[src/rtl/swc_pkg.sv]
package swc_pkg;

  ////////////////////////////////
  // sizes
  ////////////////////////////////

  localparam int num_threads = 8;
  localparam int thread_w    = $clog2(num_threads);
  localparam int pc_w        = 8;
  localparam int mem_depth   = num_threads << pc_w; // 2048 bytes.

  typedef logic [thread_w-1:0] thread_id_t;
  typedef logic [pc_w-1:0]     pc_t;
  typedef logic [7:0]          conf_word_t;
  typedef logic [7:0]          switch_id_t;

  ////////////////////////////////
  // bus word
  ////////////////////////////////

  typedef enum logic [1:0] {
    op_nop       = 2'd0,
    op_pc_max    = 2'd1,
    op_pc_loop   = 2'd2,
    op_mem_write = 2'd3
  } conf_op_e;

  // op sits in the top bits, reserved fills the bottom.
  typedef struct packed {
    conf_op_e    op;
    switch_id_t  switch_id;
    thread_id_t  thread;
    pc_t         addr;
    conf_word_t  data;
    logic [34:0] reserved;
  } conf_bus_t;

  ////////////////////////////////
  // internal
  ////////////////////////////////

  typedef struct packed {
    logic       we;
    thread_id_t thread;
    pc_t        addr;
    conf_word_t data;
  } mem_write_t;

  typedef struct packed {
    logic       max_we;
    logic       loop_we;
    thread_id_t thread;
    pc_t        value;
  } bound_write_t;

  // thread in the upper bits, one 256-byte page per thread.
  typedef struct packed {
    thread_id_t thread;
    pc_t        pc;
  } mem_raddr_t;

endpackage
[src/rtl/conf_delay_pipe.sv]
module conf_delay_pipe #(
  parameter int DEPTH = 4
) (
  input  logic                clk,
  input  logic                arst_n,
  input  logic                en,
  input  swc_pkg::conf_word_t din,
  output swc_pkg::conf_word_t dout
);

  import swc_pkg::*;

  conf_word_t stage [DEPTH];

  // only moves on a network step.
  always_ff @(posedge clk or negedge arst_n) begin
    if (!arst_n) begin
      for (int i = 0; i < DEPTH; i++) begin
        stage[i] <= '0;
      end
    end else if (en) begin
      stage[0] <= din;
      for (int i = 1; i < DEPTH; i++) begin
        stage[i] <= stage[i-1];
      end
    end
  end

  assign dout = stage[DEPTH-1];

endmodule

[config.mk]
export PLATFORM = sky130hd
export DESIGN_NAME = conf_delay_pipe
export DESIGN_NICKNAME = d
export VERILOG_FILES = /design/src/rtl/swc_pkg.sv /design/src/rtl/conf_delay_pipe.sv
export SDC_FILE = /design/constraint.sdc
export NUM_CORES = 1
export LEC_CHECK = 0
export ABC_AREA = 1
export BUFFER_PORTS_ARGS = -buffer_cell sky130_fd_sc_hd__clkbuf_2
export CAP_MARGIN = 20
export CORE_ASPECT_RATIO = 1.4
export CORE_UTILIZATION = 55
export CTS_CLUSTER_SIZE = 10
export DETAILED_ROUTE_END_ITERATION = 16
export PLACE_DENSITY = 0.86
export SLEW_MARGIN = 20
export SYNTH_ARGS = -nofsm -noshare
export SYNTH_HDL_FRONTEND = slang
export SYNTH_SLANG_ARGS = --single-unit
[constraint.sdc]
create_clock -name clk -period 0.8 [get_ports clk]
set_input_delay 0.04 -clock clk [delete_from_list [all_inputs] [get_ports clk]]
set_output_delay 0.04 -clock clk [all_outputs]
set_load 0.05 [all_outputs]
==> impl_metrics.py <==
metrics = {
    "worst_setup_path": {
        "end_kind": "output pin",
        "worstPathCellList": "buf_8",
        "start_kind": "flop",
        "path_buf_inv": 1,
        "cp_slowest_cell": "dfrtp_1",
        "crit_family": "flip-flops",
        "path_class": "reg2out",
        "path_max_fanout": 2,
        "critPathMaxStageDelay_ns": 0.43,
        "required_ns": 0.76,
        "arrival_ns": 0.94,
    },
    "placement": {
        "port-buffer-count": 18,
        "dp_hpwl_microns": 1280,
        "place_congestion": 0.705,
        "pre_cts_slack_ns": 0.0683,
    },
    "pwr": {
        "cellPowerDensity_nw_per_um2": 2440,
        "p_leak_nw": 0.942,
        "vdd_drop_max_mv": 1.78,
    },
    "synth": {
        "yosys.area.top_type_share_pct": 59.1,
        "synthArstFlopShare_pct": 100,
        "postSynthAreaPerCell_sq_um": 9.41,
        "yosysSeqAreaShare_pct": 59.1,
        "synth_largest_area_cell": "dfrtp_1",
        "ys.flop_type": "dfrtp_1",
        "synthTopCellsByArea": "dfrtp_1, nand2_1, nand2_2, buf_4, clkbuf_8",
        "ys_ff_latch": 32,
        "synth_cells": 144,
        "synth_commonest_cells": "nand2_1, dfrtp_1, nand2_2",
        "yosysWarningCount": 0,
        "synth_edf_count": 0,
        "synthMostInstantiatedCell": "nand2_1",
        "ys_types": 8,
        "syn-num-nets": 155,
        "syn-cell-area_sq_um": 1360,
    },
    "timing": {
        "whs_ns": 0.0666,
        "slew-limit-headroom_pct": 84.4,
        "period_minus_slack_ns": 0.980,
        "worstMarginPinSlew_ns": 0.234,
        "setup_viol": 11,
        "drv_slew": 0,
        "hold_viol": 0,
        "setup_ws_ns": -0.180,
        "fin_crit_sh_pct": 123,
        "finClkSkew_ns": 0.00965,
        "max_freq_mhz": 1020,
        "grt_setup_unrepaired": "yes",
    },
    "grt": {
        "grt_pass1_wl_microns": 3880,
        "track_usage_pct": 20.8,
        "overflow": 0,
        "first_global_vias": 922,
        "antenna_found_initial": 0,
        "grt_max_degree": 33,
    },
    "outcome": {
        "violations": "setup timing",
        "status": "complete, but fails checks",
    },
    "clocking": {
        "clk_pin_slew_ns": 0.10,
        "numCtsBuffers": 5,
        "clockBufferDepth": 2,
        "cts_htree_levels": 2,
        "cts_sinks": 32,
        "cts_root_buffer": "clkbuf_4",
        "tritoncts": "built",
        "clk_latency_ns": 0.34,
    },
    "route": {
        "drt-vias-per-instance": 4.81,
        "vias": 952,
        "drc_errors": 0,
        "dr.pass1.iters": 8,
        "wire_per_inst_microns": 11.9,
        "final_antenna_net_count": 0,
        "wl_microns": 2360,
        "drtIter0Drc": 23,
    },
    "die": {
        "ios": 19,
        "die-height_microns": 60.7,
        "start_util_pct": 60.2,
        "die_area_sq_um": 2670,
        "fp-row-count": 20,
        "core_area_sq_um": 2250,
        "die_w_microns": 44.0,
    },
    "job": {
        "maxCapViolCount": 0,
    },
    "cells_and_area": {
        "fill_cells": 161,
        "n_antenna_cell": 0,
        "syn2layout_area_growth_pct": 24.7,
        "drive_gt1_share_pct": 28.4,
        "layout.nets": 186,
    },
    "worst_hold_path": {
        "hold_class": "in2reg",
    },
}
## cells in the final DEF (no fill, tap or decap)
cell type      count
dlygate4sd3_1      9
dfrtp_1           32
buf_6              1
nand2_1           85
clkbuf_8           2
nand2_2           11
clkbuf_4           5
clkbuf_2          10
inv_8              1
buf_8              8
bufinv_16          1
buf_4             10
buf_12             1
## report_power, final
part | internal (W) | leakage, nW | switching, W
combinational | 0.000377 | 0.488 | 0.000447
sequential | 0.00180 | 0.403 | 0.000132
clock | 0.000829 | 0.0515 | 0.000535
total | 0.00301 | 0.942 | 0.00111
## cell type report
type | instances | area [sq um] | area share, %
clock inverters | 1 | 30.0 | 1.78
multi-input cells | 96 | 388 | 23.0
clock buffers | 7 | 65.1 | 3.85
well taps | 22 | 27.5 | 1.63
repair buffers | 39 | 367 | 21.7
inverters | 1 | 11.3 | 0.667
flip-flops and latches | 32 | 801 | 47.4
## registers in the layout (all words and copies together) (netlist names)
name	count
stage	24
dout	8
## worst register-to-register path, stage by stage, from the launching register on
cell and delay [ns]:
dfrtp_1 0.43, buf_4 0.15, buf_6 0.11, nand2_2 0.06, nand2_1 0.05
## final timing paths
check                      slack, ns  cells past startpoint      start   endpoint
max                            -0.18                      1    dout[3]    dout[3]
min                             0.07                      3         en  stage[12]
max reg2reg                    -0.10                      4    dout[3]    dout[3]
min reg2reg                     0.48                      2  stage[23]  stage[23]
max in group asynchronous       0.45                      3     arst_n  stage[30]
min in group asynchronous       0.18                      3     arst_n  stage[10]
## routing by layer
metal  vias up  GRT usage [%]  wire length, microns
met3         4           8.04                   104
li1        483              -                     -
met1       441           22.8                   990
met4         0           9.09                    38
met5         -              0                     0
met2        24           35.8                  1230
## logic make-up (layout without fill, tap and decap cells)
group / after synthesis / after routing / share of synthesized area [%]
buffers and inverters: 16 / 48 / 12.3
DFF: 32 / 32 / 59.1
and+or+nand+nor: 96 / 96 / 28.6
## repair_timing
| action | 4_1_cts | 5_1_grt |
|---|---|---|
| gates resized for setup | 16 | 9 |
| hold buffers | 9 | 0 |
| setup buffers | 6 | 3 |
| setup endpoints to repair | 8 | 9 |
| hold endpoints to repair | 40 | 0 |
## metrics by stage
| step | total power [W] | setup TNS (ns) | util (%) | cell area, sq um | instances |
|---|---|---|---|---|---|
| final | 0.00412 | -1.45 | 75.0 | 1690 | 198 |
| after floorplan | 0.00246 | 0 | - | 1360 | 144 |
| after global routing | 0.00430 | -1.88 | 75.0 | 1690 | 198 |
| after detailed placement | 0.00252 | 0 | 60.1 | 1350 | 172 |
| after CTS | 0.00407 | -1.35 | 73.4 | 1650 | 195 |
| after global placement | 0.00249 | 0 | 60.1 | 1350 | 172 |
(Power assumes the default switching activity.)
