File: config.mk
export PLATFORM = sky130hd
export DESIGN_NAME = conf_bus_decoder
export DESIGN_NICKNAME = d
export VERILOG_FILES = /design/src/rtl/swc_pkg.sv /design/src/rtl/conf_bus_decoder.sv
export SDC_FILE = /design/constraint.sdc
export NUM_CORES = 1
export LEC_CHECK = 0
export BUFFER_PORTS_ARGS = -buffer_cell sky130_fd_sc_hd__buf_2
export CAP_MARGIN = 10
export CORE_MARGIN = 3
export CORE_UTILIZATION = 27
export DETAILED_ROUTE_END_ITERATION = 7
export PLACE_DENSITY = 0.78
export REMOVE_ABC_BUFFERS = 1
export SLEW_MARGIN = 20
export SYNTH_ARGS = -nofsm -noshare
export SYNTH_HDL_FRONTEND = slang
export SYNTH_SLANG_ARGS = --single-unit
File: constraint.sdc
create_clock -name clk -period 0.8 [get_ports clk]
set_input_delay 0.08 -clock clk [delete_from_list [all_inputs] [get_ports clk]]
set_output_delay 0.08 -clock clk [all_outputs]
set_load 0.05 [all_outputs]
File: src/rtl/swc_pkg.sv
package swc_pkg;

  ////////////////////////////////
  // sizes
  ////////////////////////////////

  localparam int num_threads = 8;
  localparam int thread_w    = $clog2(num_threads);
  localparam int pc_w        = 8;
  localparam int mem_depth   = num_threads << pc_w; // 2048 bytes.

  typedef logic [thread_w-1:0] thread_id_t;
  typedef logic [pc_w-1:0]     pc_t;
  typedef logic [7:0]          conf_word_t;
  typedef logic [7:0]          switch_id_t;

  ////////////////////////////////
  // bus word
  ////////////////////////////////

  typedef enum logic [1:0] {
    op_nop       = 2'd0,
    op_pc_max    = 2'd1,
    op_pc_loop   = 2'd2,
    op_mem_write = 2'd3
  } conf_op_e;

  // op sits in the top bits, reserved fills the bottom.
  typedef struct packed {
    conf_op_e    op;
    switch_id_t  switch_id;
    thread_id_t  thread;
    pc_t         addr;
    conf_word_t  data;
    logic [34:0] reserved;
  } conf_bus_t;

  ////////////////////////////////
  // internal
  ////////////////////////////////

  typedef struct packed {
    logic       we;
    thread_id_t thread;
    pc_t        addr;
    conf_word_t data;
  } mem_write_t;

  typedef struct packed {
    logic       max_we;
    logic       loop_we;
    thread_id_t thread;
    pc_t        value;
  } bound_write_t;

  // thread in the upper bits, one 256-byte page per thread.
  typedef struct packed {
    thread_id_t thread;
    pc_t        pc;
  } mem_raddr_t;

endpackage
File: src/rtl/conf_bus_decoder.sv
module conf_bus_decoder #(
  parameter swc_pkg::switch_id_t SWITCH_NUMBER = '0
) (
  input  logic                  clk,
  input  logic                  arst_n,
  input  swc_pkg::conf_bus_t    conf_bus_in,
  output swc_pkg::mem_write_t   mem_write,
  output swc_pkg::bound_write_t bound_write
);

  import swc_pkg::*;

  logic       hit;
  logic       mem_we_d;
  logic       max_we_d;
  logic       loop_we_d;

  logic       mem_we_q;
  logic       max_we_q;
  logic       loop_we_q;
  thread_id_t thread_q;
  pc_t        addr_q;
  conf_word_t data_q;

  ////////////////////////////////
  // decode
  ////////////////////////////////

  assign hit = (conf_bus_in.switch_id == SWITCH_NUMBER);

  always_comb begin
    mem_we_d  = 1'b0;
    max_we_d  = 1'b0;
    loop_we_d = 1'b0;
    if (hit) begin
      case (conf_bus_in.op)
        op_mem_write: mem_we_d  = 1'b1;
        op_pc_max:    max_we_d  = 1'b1;
        op_pc_loop:   loop_we_d = 1'b1;
        default:      ; // op_nop, idle bus.
      endcase
    end
  end

  ////////////////////////////////
  // registers
  ////////////////////////////////

  always_ff @(posedge clk or negedge arst_n) begin
    if (!arst_n) begin
      mem_we_q  <= 1'b0;
      max_we_q  <= 1'b0;
      loop_we_q <= 1'b0;
    end else begin
      mem_we_q  <= mem_we_d;
      max_we_q  <= max_we_d;
      loop_we_q <= loop_we_d;
    end
  end

  always_ff @(posedge clk) begin
    thread_q <= conf_bus_in.thread;
    addr_q   <= conf_bus_in.addr;
    data_q   <= conf_bus_in.data;
  end

  assign mem_write.we     = mem_we_q;
  assign mem_write.thread = thread_q;
  assign mem_write.addr   = addr_q;
  assign mem_write.data   = data_q;

  // bound value comes in on the data field.
  assign bound_write.max_we  = max_we_q;
  assign bound_write.loop_we = loop_we_q;
  assign bound_write.thread  = thread_q;
  assign bound_write.value   = pc_t'(data_q);

endmodule

==> summary.txt <==
Final layout
  • Diodes inserted: 0
  • Final Instance Count excl. Fillers: 143
  • Most frequent cells in the layout: 29 x buf_2, 29 x buf_8, 20 x dlygate4sd3_1
  • Fill count: 134
  • Share of post-route cells with drive strength above 1: 77.6%
  • Nets: 183
  • Area grow syn2layout: 139%
  • Final design area excluding fillers: 1470 um2

Routing
  • Antenna Nets Post-Route: 0
  • Total wire length: 1.79 mm
  • DR DRC count: 0
  • Vias post-DR: 575
  • Via/cell ratio: 4.02
  • DRT Pass-1 Iters: 1
  • WL/cell: 12.5 um
  • Initial DRC count: 0

Flow run
  • Max Cap Violations: 0

Pwr
  • Worst vdd ir: 1.09 mV
  • P per Cell Area: 1680 nW/um2
  • Leakage power: 0.690 nW

Logic synthesis
  • Ys Warns: 0
  • Post-synthesis sequential area ratio: 74.3%
  • Count of cell types in the netlist: 10
  • Flops & latches, synth: 22
  • Mapped cell area: 613 um2
  • Cell count after synthesis: 43
  • Syn Area/Cell: 14.3 um2

CTS
  • TritonCTS clock tree: yes
  • CTS root buf: clkbuf_4
  • CTS clk-pin slew, worst paths: 0.11 ns
  • CTS sink cnt: 22
  • Longest Clk Path Bufs: 2
  • Post-CTS Setup Bufs: 0
  • TritonCTS buffer count: 3
  • H-Tree Depth: 1
  • Hold_buf cts: 20

Timing
  • Max Slew Vio Count: 0
  • Final Hold Slack: -0.0241 ns
  • Rel. slew slack: 86.6%
  • Maximum clock rate: 1100 MHz
  • Final setup viols: 33
  • Fin crit period: 0.913 ns
  • Final Hold Fails: 2
  • RSZ-0062 raised after global routing: yes
  • Worst-Margin Slew: 0.199 ns
  • Setup WS post-layout: -0.113 ns
  • Part of the cycle the worst path needs: 114%

Worst setup path
  • Crit path max-delay family: flip-flops
  • CP Launch Type: flip-flop
  • Crit-path cells: buf_8
  • CP Max Fanout: 2
  • CP max stage cell: dfxtp_2
  • Setup crit end kind: output port
  • CP max stage delay: 0.39 ns
  • Worst Path Arrival: 0.83 ns
  • Required @ worst endpoint: 0.72 ns
  • WP buf/inv: 1
  • Type of the worst setup path: flip-flop to output port

Floorplanning
  • Row cnt: 16
  • Die width: 53.7 um
  • Die area: 2880 um2
  • Initial Util: 29.7%
  • Die span in y: 53.7 um
  • CORE AREA: 2060 um2
  • IO Pins: 99

Global route
  • Gr usage total: 12.1%
  • Initial antenna violation count: 0
  • Largest net degree at the start of global routing: 13
  • Global-route wire length before repair: 2.45 mm
  • Grt ovf: 0
  • Vias in the first global route: 592

Hold path
  • Hold crit path type: primary input to flip-flop

Placement
  • RePlAce Congestion: 0.640
  • Inst Count DP: 119
  • Area after DPL: 857 um2
  • IO buf count: 63

Run status
  • Violated checks: negative hold slack, negative setup slack
  • Status: finished with violations
## sequential cells by signal, summed over array words and instances (netlist names)
signal	count
thread_q	3
addr_q	8
mem_we_q	1
loop_we_q	1
data_q	8
max_we_q	1
## stage by stage
stage	hold slack [ns]	total power, mW	setup WS, ns	utilization, %	setup TNS (ns)
2_1_floorplan	-0.216	1.49	-0.189	-	-4.52
3_5_place_dp	-0.121	1.64	-0.340	41.6	-0.909
4_1_cts	-0.0425	2.46	-0.127	67.8	-3.33
5_1_grt	-0.0402	2.58	-0.163	71.2	-4.47
3_3_place_gp	-0.126	1.63	-0.287	41.6	-0.806
6_report	-0.0241	2.46	-0.113	71.2	-2.93
## per-layer routing
layer / up-vias / wire [um] / share of wire [%] / track usage (%)
li1: 270 / - / - / -
met1: 265 / 492 / 28 / 9.48
met2: 40 / 1100 / 61 / 26.1
met3: 0 / 200 / 11 / 4.43
met4: 0 / 0 / 0 / 3.83
met5: - / 0 / 0 / 0
## cell usage after synthesis (all sizes together)
cell | instances | area [um2]
dfrtp | 3 | 75.1
inv | 1 | 3.75
nand2 | 1 | 3.75
nor4 | 1 | 6.26
or4 | 2 | 18.8
dfxtp | 19 | 380
nor3 | 1 | 5.00
nor4b | 1 | 15.0
buf | 14 | 105
## worst paths after layout
| path | startpoint | to | cells after the start |
|---|---|---|---|
| min in group asynchronous | arst_n | loop_we_q | 2 |
| setup / recovery | data_q[7] | bound_write[7] | 1 |
| max in group asynchronous | arst_n | mem_we_q | 2 |
| hold / removal | conf_bus_in[62] | loop_we_q | 2 |
## logic make-up (layout without fill, tap and decap cells)
kind of cell           count (synthesis)  after routing  synth area share (%)
buffers and inverters                 15             88                  17.8
and+or+nand+nor                        6              6                  7.96
DFF                                   22             22                  74.3
## layout make-up
class / instances / area (um2) / share of cell area (%)
repair buffers: 83 / 837 / 57.0
well taps: 27 / 33.8 / 2.30
multi-input cells: 6 / 67.6 / 4.60
clock buffers: 4 / 36.3 / 2.47
flip-flops and latches: 22 / 489 / 33.3
inverters: 1 / 3.75 / 0.256
## power by group
part           internal, mW  leakage, nW  switching [mW]  total (mW)
Clock                 0.277       0.0210           0.292       0.569
Sequential             1.15        0.204          0.0519        1.20
Combinational         0.331        0.466           0.360       0.690
Total                  1.76        0.690           0.703        2.46
## what timing repair did
action	CTS	global route
pin swaps	0	2
hold endpoints to repair	24	2
resized for setup	104	18
endpoints found under the setup margin	34	34
gates cloned	0	0
Power figures use the tool's default switching activity.
