**config.mk**
```make
export PLATFORM = sky130hd
export DESIGN_NAME = thread_sequencer
export DESIGN_NICKNAME = d
export VERILOG_FILES = /design/src/rtl/swc_pkg.sv /design/src/rtl/thread_sequencer.sv
export SDC_FILE = /design/constraint.sdc
export NUM_CORES = 1
export LEC_CHECK = 0
export BUFFER_PORTS_ARGS = -buffer_cell sky130_fd_sc_hd__buf_2
export CORE_MARGIN = 2
export CORE_UTILIZATION = 58
export CTS_BUF_LIST = sky130_fd_sc_hd__clkbuf_8
export DETAILED_ROUTE_END_ITERATION = 8
export GPL_ROUTABILITY_DRIVEN = 0
export PLACE_DENSITY_LB_ADDON = 0.25
export SYNTH_ARGS = -nofsm -noshare
export SYNTH_HDL_FRONTEND = slang
export SYNTH_SLANG_ARGS = --single-unit
```
**constraint.sdc**
```tcl
create_clock -name clk -period 7.7 [get_ports clk]
set_clock_uncertainty 0.05 [all_clocks]
set_input_delay 1.925 -clock clk [delete_from_list [all_inputs] [get_ports clk]]
set_output_delay 1.925 -clock clk [all_outputs]
set_load 0.01 [all_outputs]
```
**src/rtl/swc_pkg.sv**
```systemverilog
package swc_pkg;

  ////////////////////////////////
  // sizes
  ////////////////////////////////

  localparam int num_threads = 8;
  localparam int thread_w    = $clog2(num_threads);
  localparam int pc_w        = 8;
  localparam int mem_depth   = num_threads << pc_w; // 2048 bytes.

  typedef logic [thread_w-1:0] thread_id_t;
  typedef logic [pc_w-1:0]     pc_t;
  typedef logic [7:0]          conf_word_t;
  typedef logic [7:0]          switch_id_t;

  ////////////////////////////////
  // bus word
  ////////////////////////////////

  typedef enum logic [1:0] {
    op_nop       = 2'd0,
    op_pc_max    = 2'd1,
    op_pc_loop   = 2'd2,
    op_mem_write = 2'd3
  } conf_op_e;

  // op sits in the top bits, reserved fills the bottom.
  typedef struct packed {
    conf_op_e    op;
    switch_id_t  switch_id;
    thread_id_t  thread;
    pc_t         addr;
    conf_word_t  data;
    logic [34:0] reserved;
  } conf_bus_t;

  ////////////////////////////////
  // internal
  ////////////////////////////////

  typedef struct packed {
    logic       we;
    thread_id_t thread;
    pc_t        addr;
    conf_word_t data;
  } mem_write_t;

  typedef struct packed {
    logic       max_we;
    logic       loop_we;
    thread_id_t thread;
    pc_t        value;
  } bound_write_t;

  // thread in the upper bits, one 256-byte page per thread.
  typedef struct packed {
    thread_id_t thread;
    pc_t        pc;
  } mem_raddr_t;

endpackage
```
**src/rtl/thread_sequencer.sv**
```systemverilog
module thread_sequencer (
  input  logic                  clk,
  input  logic                  arst_n,
  input  logic                  en,
  input  swc_pkg::bound_write_t bound_write,
  output swc_pkg::mem_raddr_t   raddr
);

  import swc_pkg::*;

  pc_t        pc_max  [num_threads];
  pc_t        pc_loop [num_threads];
  pc_t        pc      [num_threads];
  thread_id_t thread_idx;
  thread_id_t thread_nxt;
  pc_t        pc_cur;
  pc_t        pc_nxt;

  ////////////////////////////////
  // loop bounds
  ////////////////////////////////

  always_ff @(posedge clk or negedge arst_n) begin
    if (!arst_n) begin
      for (int i = 0; i < num_threads; i++) begin
        pc_max[i]  <= '0;
        pc_loop[i] <= '0;
      end
    end else begin
      if (bound_write.max_we) begin
        pc_max[bound_write.thread] <= bound_write.value;
      end
      if (bound_write.loop_we) begin
        pc_loop[bound_write.thread] <= bound_write.value;
      end
    end
  end

  ////////////////////////////////
  // program counters
  ////////////////////////////////

  assign pc_cur = pc[thread_idx];

  always_comb begin
    if (pc_cur == pc_max[thread_idx]) begin
      pc_nxt = pc_loop[thread_idx]; // loop back.
    end else begin
      pc_nxt = pc_cur + pc_t'(1);
    end
  end

  always_ff @(posedge clk or negedge arst_n) begin
    if (!arst_n) begin
      for (int i = 0; i < num_threads; i++) begin
        pc[i] <= '0;
      end
    end else if (en) begin
      pc[thread_idx] <= pc_nxt;
    end
  end

  // round robin over the threads.
  assign thread_nxt = (thread_idx == thread_id_t'(num_threads - 1)) ? '0
                                                                    : thread_idx + thread_id_t'(1);

  always_ff @(posedge clk or negedge arst_n) begin
    if (!arst_n) begin
      thread_idx <= '0;
    end else if (en) begin
      thread_idx <= thread_nxt;
    end
  end

  assign raddr.thread = thread_idx;
  assign raddr.pc     = pc_cur;

endmodule

```
==> results.json, run 1 <==
{
  "critPathKind": "flop to primary output",
  "syn_avg_cell_area_um2": 12.8,
  "grt_pass1_wl_um": 33000,
  "ys.flop_type": "dfrtp_1",
  "power.density_nw_per_um2": 376,
  "synth_area_um2": 9130,
  "min_from": "pc[4]",
  "fin_crit_sh_pct": 68.4,
  "finalSetupViolCount": 0,
  "antenna_found_initial": 0,
  "layout-drive-gt1-share_pct": 33.6,
  "antenna_cells": 0,
  "crit_start": "thread_idx[2]",
  "finalCriticalPeriod_ns": 5.27,
  "dp_hpwl_um": 13500,
  "grtUsageTotal_pct": 26.3,
  "cts-root-buf": "clkbuf_8",
  "combPwrFrac_pct": 38.2,
  "start_util_pct": 59.6,
  "cts_resized": 0,
  "maxSlewViolCount": 0,
  "synth_cells": 715,
  "vias_per_cell": 6.16,
  "synth_edf_count": 0,
  "drt_wl_total_um": 20600,
  "reg2reg_from": "thread_idx[2]",
  "tns_ns": 0,
  "fin_ws_ns": 2.43,
  "crit_buf_inv": 3,
  "crit_family": "flip-flops",
  "max_cap_viol_count": 0,
  "p_sw_uw": 1360,
  "rsz0062_at_grt": "no",
  "cts_tree": "yes",
  "hold_path_class": "flop to flop",
  "synth.area.top_cells": "dfrtp_1 (53%), mux2_2 (18%), mux4_2 (7.4%)",
  "cts_buffers": 17,
  "synth_nets": 734,
  "clk_pin_slew_worst_paths_ns": 0.09,
  "swShare_pct": 36.7,
  "coreArea_um2": 15300,
  "layout.nets": 739,
  "cp-start-kind": "flop",
  "dieHeight_um": 129,
  "status": "completed",
  "clkSinkCount": 195,
  "first_pass_iters": 5,
  "critPathMaxStageDelay_ns": 1.02,
  "via_count": 5807,
  "post-place-ws_ns": 2.95,
  "rows": 45,
  "end_kind": "primary output",
  "cp_cell_sequence": "buf_4 > mux2_2 > a32o_1 > a211oi_4 > inv_1 > buf_2",
  "die_x_um": 129,
  "io_pins": 27,
  "yosysWarnings": 0,
  "worst_ep_arrival_time_ns": 3.29,
  "hold_viol_final": 0,
  "worstMarginPinSlew_ns": 1.08,
  "portBuffers": 26,
  "drcViolationCount": 0,
  "wire_per_inst_um": 21.8,
  "synth_top_area_share_pct": 53.4,
  "yosysSeqAreaShare_pct": 53.4,
  "crit_path_top_delay_cell": "dfrtp_2",
  "die_area_um2": 16800,
  "max_slew_margin_pct": 27.8,
  "ir_drop_mv": 0.162,
  "yosysUniqueCellTypes": 44,
  "cts.htree.levels": 4,
  "p_int_uw": 2340,
  "ctsHoldBuffers": 0,
  "synth_area_leader_cell": "dfrtp_1",
  "worstPathMaxFanout": 39,
  "clkPwrFrac_pct": 19.4,
  "overflow": 0,
  "grt_pass1_vias": 5908,
  "ys_seq_elements": 195,
  "required_ns": 5.73,
  "grt_max_degree": 138,
  "seqPwrFrac_pct": 42.4,
  "drtIter0Drc": 446,
  "final_antenna_net_count": 0,
  "clockBufferDepth": 2,
  "ys_async_sr_fraction_pct": 100,
  "post-cts-setup-buffers": 0,
  "max_freq_ghz": 0.190,
  "insertion_delay_ns": 0.47,
  "leakagePower_uw": 0.00417,
  "area_delta_synth_final_pct": 7.67
}
-- cells in the final DEF, fill, tap and decap left out, types with 2 or more instances in the layout --
cell type / instances
nor2_1: 14
a22oi_1: 2
nand4_1: 2
buf_4: 7
a21boi_0: 2
clkinv_2: 2
o211ai_1: 3
a211oi_1: 5
o2bb2ai_1: 2
nor2b_1: 5
o21ai_1: 31
mux2_2: 146
nand4b_1: 3
nor3_1: 4
mux4_2: 30
a211o_1: 2
a22o_1: 4
and2_1: 3
clkbuf_8: 21
a221oi_1: 2
nand3_1: 13
nand2_1: 81
o21ai_0: 31
a21oi_1: 13
dfrtp_1: 192
xnor2_1: 10
ha_1: 3
bufinv_16: 4
dfrtp_2: 3
mux2i_1: 25
a31oi_1: 7
clkinvlp_4: 3
buf_2: 25
nand2b_1: 5
inv_1: 10
xor2_1: 5
-- power by group through the flow --
stage	Clock (uW)	Combinational (uW)	Sequential [uW]
final	719	1410	1570
after global routing	772	1530	1610
after CTS	732	1410	1570
after detailed placement	0	1400	1590
after global placement	0	1360	1560
after floorplan	0	1140	1440
-- registers in the layout, summed over array words and instances, names as in the netlist --
signal and flops:
pc 64, pc_loop 64, pc_max 64, thread_idx 3
-- per-stage QoR --
step                      std cells  utilization (%)  power (uW)  instance area [um2]  hold slack [ns]
after CTS                       943             64.2        3710                 9830            0.442
after global placement          912             61.4        2920                 9400            0.410
final                           943             64.2        3700                 9830            0.439
after floorplan                 715                -        2580                 9130            0.392
after detailed placement        912             61.4        2990                 9400            0.418
after global routing            943             64.2        3910                 9830            0.469
-- final cells by class --
type                    instances  area, um2
repair buffers                 33        191
fillers                      1180       5480
well taps                     211        264
inverters                       8       30.0
flip-flops and latches        195       4880
multi-input cells             465       4030
clock inverters                11        160
clock buffers                  20        275
-- metal layers --
layer / part of all wire [%] / global-route usage, % / vias up
li1: - / - / 2585
met1: 44 / 36.9 / 3050
met2: 49 / 41.9 / 143
met3: 5.1 / 5.57 / 29
met4: 1.8 / 8.35 / 0
met5: 0 / 0 / -
-- cell usage after synthesis, types with 6 or more instances --
cell / number
a21oi_1: 13
a31oi_1: 7
buf_2: 6
clkbuf_1: 32
dfrtp_1: 195
inv_1: 8
mux2_2: 146
mux2i_1: 25
mux4_2: 30
nand2_1: 81
nand3_1: 13
nor2_1: 14
o21ai_0: 31
o21ai_1: 31
xnor2_1: 10
-- tightest hold or removal path: cells and delay by family (launching register included) --
kind | cells | cell delay (ns)
AND/OR/NAND/NOR | 1 | 0.05
flip-flops | 1 | 0.35
AO/OA/AOI/OAI | 1 | 0.06
-- worst paths after layout --
kind / to / slack [ns] / cells after the start
max: raddr[3] / 2.43 / 6
min: pc[4] / 0.44 / 2
max reg2reg: pc[38] / 3.16 / 9
min reg2reg: pc[4] / 0.44 / 2
max in group asynchronous: thread_idx[1] / 4.70 / 2
min in group asynchronous: pc_loop[36] / 1.55 / 1
-- kinds of logic (layout without fill, tap and decap cells) --
family,Yosys count,after routing,share of synthesized area (%)
flops,195,195,53.4
xor+xnor,15,15,1.44
fa+ha+maj,3,3,0.411
compound gates,110,110,7.32
mux,201,201,28.1
simple gates,136,136,6.77
buf+inv,55,72,2.51
Power figures use the tool's default switching activity.
==> run 2, diff against run 1 <==
==> constraint.sdc (replaced) <==
create_clock -name clk -period 4.5 [get_ports clk]
set_clock_uncertainty 0.05 [all_clocks]
set_input_delay 1.125 -clock clk [delete_from_list [all_inputs] [get_ports clk]]
set_output_delay 1.125 -clock clk [all_outputs]
set_load 0.01 [all_outputs]
==> run 2 against run 1 <==
Against the previous run: utilization fell by 0.16 points; first-iteration DRC count down 3.6%; die area unchanged; sequential share of layout area is 0.12 points higher; flip-flop and latch count is the same; largest cell class unchanged; wire length up 0.29%; highest routed layer unchanged; cell count up 0.32%; worst hold slack got worse by 0.0013 ns; register-to-register slack worse by 2.7 ns; critical path type unchanged; count of clock-buffer cells in the layout down 3.
==> results.json, run 2 (synthesis results as in run 1) <==
{
  "status": "completed",
  "routedLengthMet1_um": 9000,
  "r2r_cells": 8,
  "grt_pass1_vias": 5983,
  "layout.nets": 743,
  "min_to": "pc[29]",
  "hold_viol_final": 0,
  "r2r_setup_slack_ns": 0.48,
  "antenna_cells": 0,
  "die_x_um": 129,
  "fin_crit_sh_pct": 91.2,
  "rows": 45,
  "cts.htree.levels": 4,
  "cts_buffers": 17,
  "first_pass_iters": 5,
  "min_from": "pc[29]",
  "coreArea_um2": 15300,
  "drt_wl_total_um": 20600,
  "wl_met3_um": 1060,
  "reg_top3": "pc (64), pc_loop (64), pc_max (64)",
  "dp_hpwl_um": 13500,
  "worstPathMaxFanout": 27,
  "cts_resized": 0,
  "top_layer": "met4",
  "wire_per_inst_um": 21.8,
  "crit_path_top_delay_cell": "dfrtp_2",
  "max_cap_viol_count": 0,
  "clockBufferDepth": 2,
  "clkPwrFrac_pct": 17.2,
  "p_int_uw": 3870,
  "vias_per_cell": 6.19,
  "max_freq_ghz": 0.244,
  "grt_max_degree": 82,
  "ir_drop_mv": 0.297,
  "holdPathStages": 2,
  "worst_ep_arrival_time_ns": 2.93,
  "drcViolationCount": 0,
  "finalCriticalPeriod_ns": 4.10,
  "reg2reg_from": "thread_idx[1]",
  "cts_tree": "yes",
  "required_ns": 3.32,
  "finalSetupViolCount": 0,
  "rr_endpoint": "pc[2]",
  "final_cell_mix": "dfrtp_1 (192), mux2_2 (146), nand2_1 (81)",
  "max_slew_margin_pct": 35.9,
  "final_common_cell": "dfrtp_1",
  "critPathKind": "flop to primary output",
  "hold_path_class": "flop to flop",
  "post-cts-setup-buffers": 0,
  "combPwrFrac_pct": 40.5,
  "final_antenna_net_count": 0,
  "critPathMaxStageDelay_ns": 0.86,
  "p_sw_uw": 2320,
  "grt_pass1_wl_um": 32800,
  "via_count": 5855,
  "rsz0062_at_grt": "no",
  "swShare_pct": 37.5,
  "power.density_nw_per_um2": 632,
  "overflow": 0,
  "grtUsageTotal_pct": 26.3,
  "p_total_uw": 6200,
  "dieHeight_um": 129,
  "tns_ns": 0,
  "area_delta_synth_final_pct": 7.41,
  "crit_buf_inv": 2,
  "cts-root-buf": "clkbuf_8",
  "end_kind": "primary output",
  "antenna_found_initial": 0,
  "maxSlewViolCount": 0,
  "cp_cell_sequence": "nor2b_1 > o2bb2ai_1 > a211oi_1 > inv_1 > buf_2",
  "cp-start-kind": "flop",
  "die_area_um2": 16800,
  "portBuffers": 26,
  "layout-drive-gt1-share_pct": 33.9,
  "leakagePower_uw": 0.00418,
  "drtIter0Drc": 430,
  "io_pins": 27,
  "start_util_pct": 59.6,
  "seqPwrFrac_pct": 42.3,
  "crit_family": "compound AO/OA/AOI/OAI gates",
  "clk_pin_slew_worst_paths_ns": 0.09,
  "wl_met2_um": 9980,
  "insertion_delay_ns": 0.46,
  "ctsHoldBuffers": 0,
  "worstMarginPinSlew_ns": 0.958,
  "clkSinkCount": 195
}
## run 2: worst max-delay path by stage
| stage | startpoint | endpoint | slack (ns) | cells past startpoint |
|---|---|---|---|---|
| final | thread_idx[1] | raddr[4] | 0.40 | 5 |
| after global routing | thread_idx[1] | pc[38] | 0.16 | 8 |
| after CTS | thread_idx[1] | raddr[4] | 0.44 | 5 |
| after detailed placement | thread_idx[1] | pc[2] | 0.52 | 8 |
| after global placement | thread_idx[1] | pc[10] | 0.63 | 8 |
| after floorplan | thread_idx[1] | pc[38] | 1.26 | 10 |
## run 2: area by class of cell
type	instances	area, um2
Fill cell	1191	5500
Sequential cell	195	4880
Multi-Input combinational cell	465	4030
Tap cell	211	264
Timing Repair Buffer	37	246
Clock buffer	17	234
Clock inverter	13	123
Inverter	8	30.0
## run 2: layer usage
metal / GRT usage [%] / vias to the layer above
li1: - / 2614
met1: 35.5 / 3036
met2: 42.4 / 164
met3: 5.62 / 41
met4: 9.87 / 0
met5: 0 / -
## run 2: through the flow
step / area, um2 / hold WS (ns) / setup WS [ns] / cells / utilization (%)
floorplan: 9130 / 0.392 / 1.26 / 715 / -
finish: 9810 / 0.437 / 0.397 / 946 / 64.1
CTS: 9810 / 0.434 / 0.438 / 946 / 64.1
global route: 9810 / 0.452 / 0.162 / 946 / 64.1
detailed placement: 9450 / 0.416 / 0.520 / 916 / 61.7
global placement: 9450 / 0.410 / 0.630 / 916 / 61.7
## run 2: power by group through the flow
stage	registers [uW]	clock network [uW]	logic, uW
6_report	2620	1070	2510
5_1_grt	2680	1150	2730
3_5_place_dp	2650	0	2500
4_1_cts	2610	1080	2510
3_3_place_gp	2600	0	2430
2_1_floorplan	2470	0	1940
## run 2: worst register-to-register path: stages, from the launching register on
cell       delay, ns
dfrtp_2         0.86
nor2b_1         0.33
o2bb2ai_1       0.21
a211oi_1        0.66
xnor2_1         0.20
nand4b_1        0.16
nor4_4          0.53
mux2i_1         0.73
o21ai_1         0.16
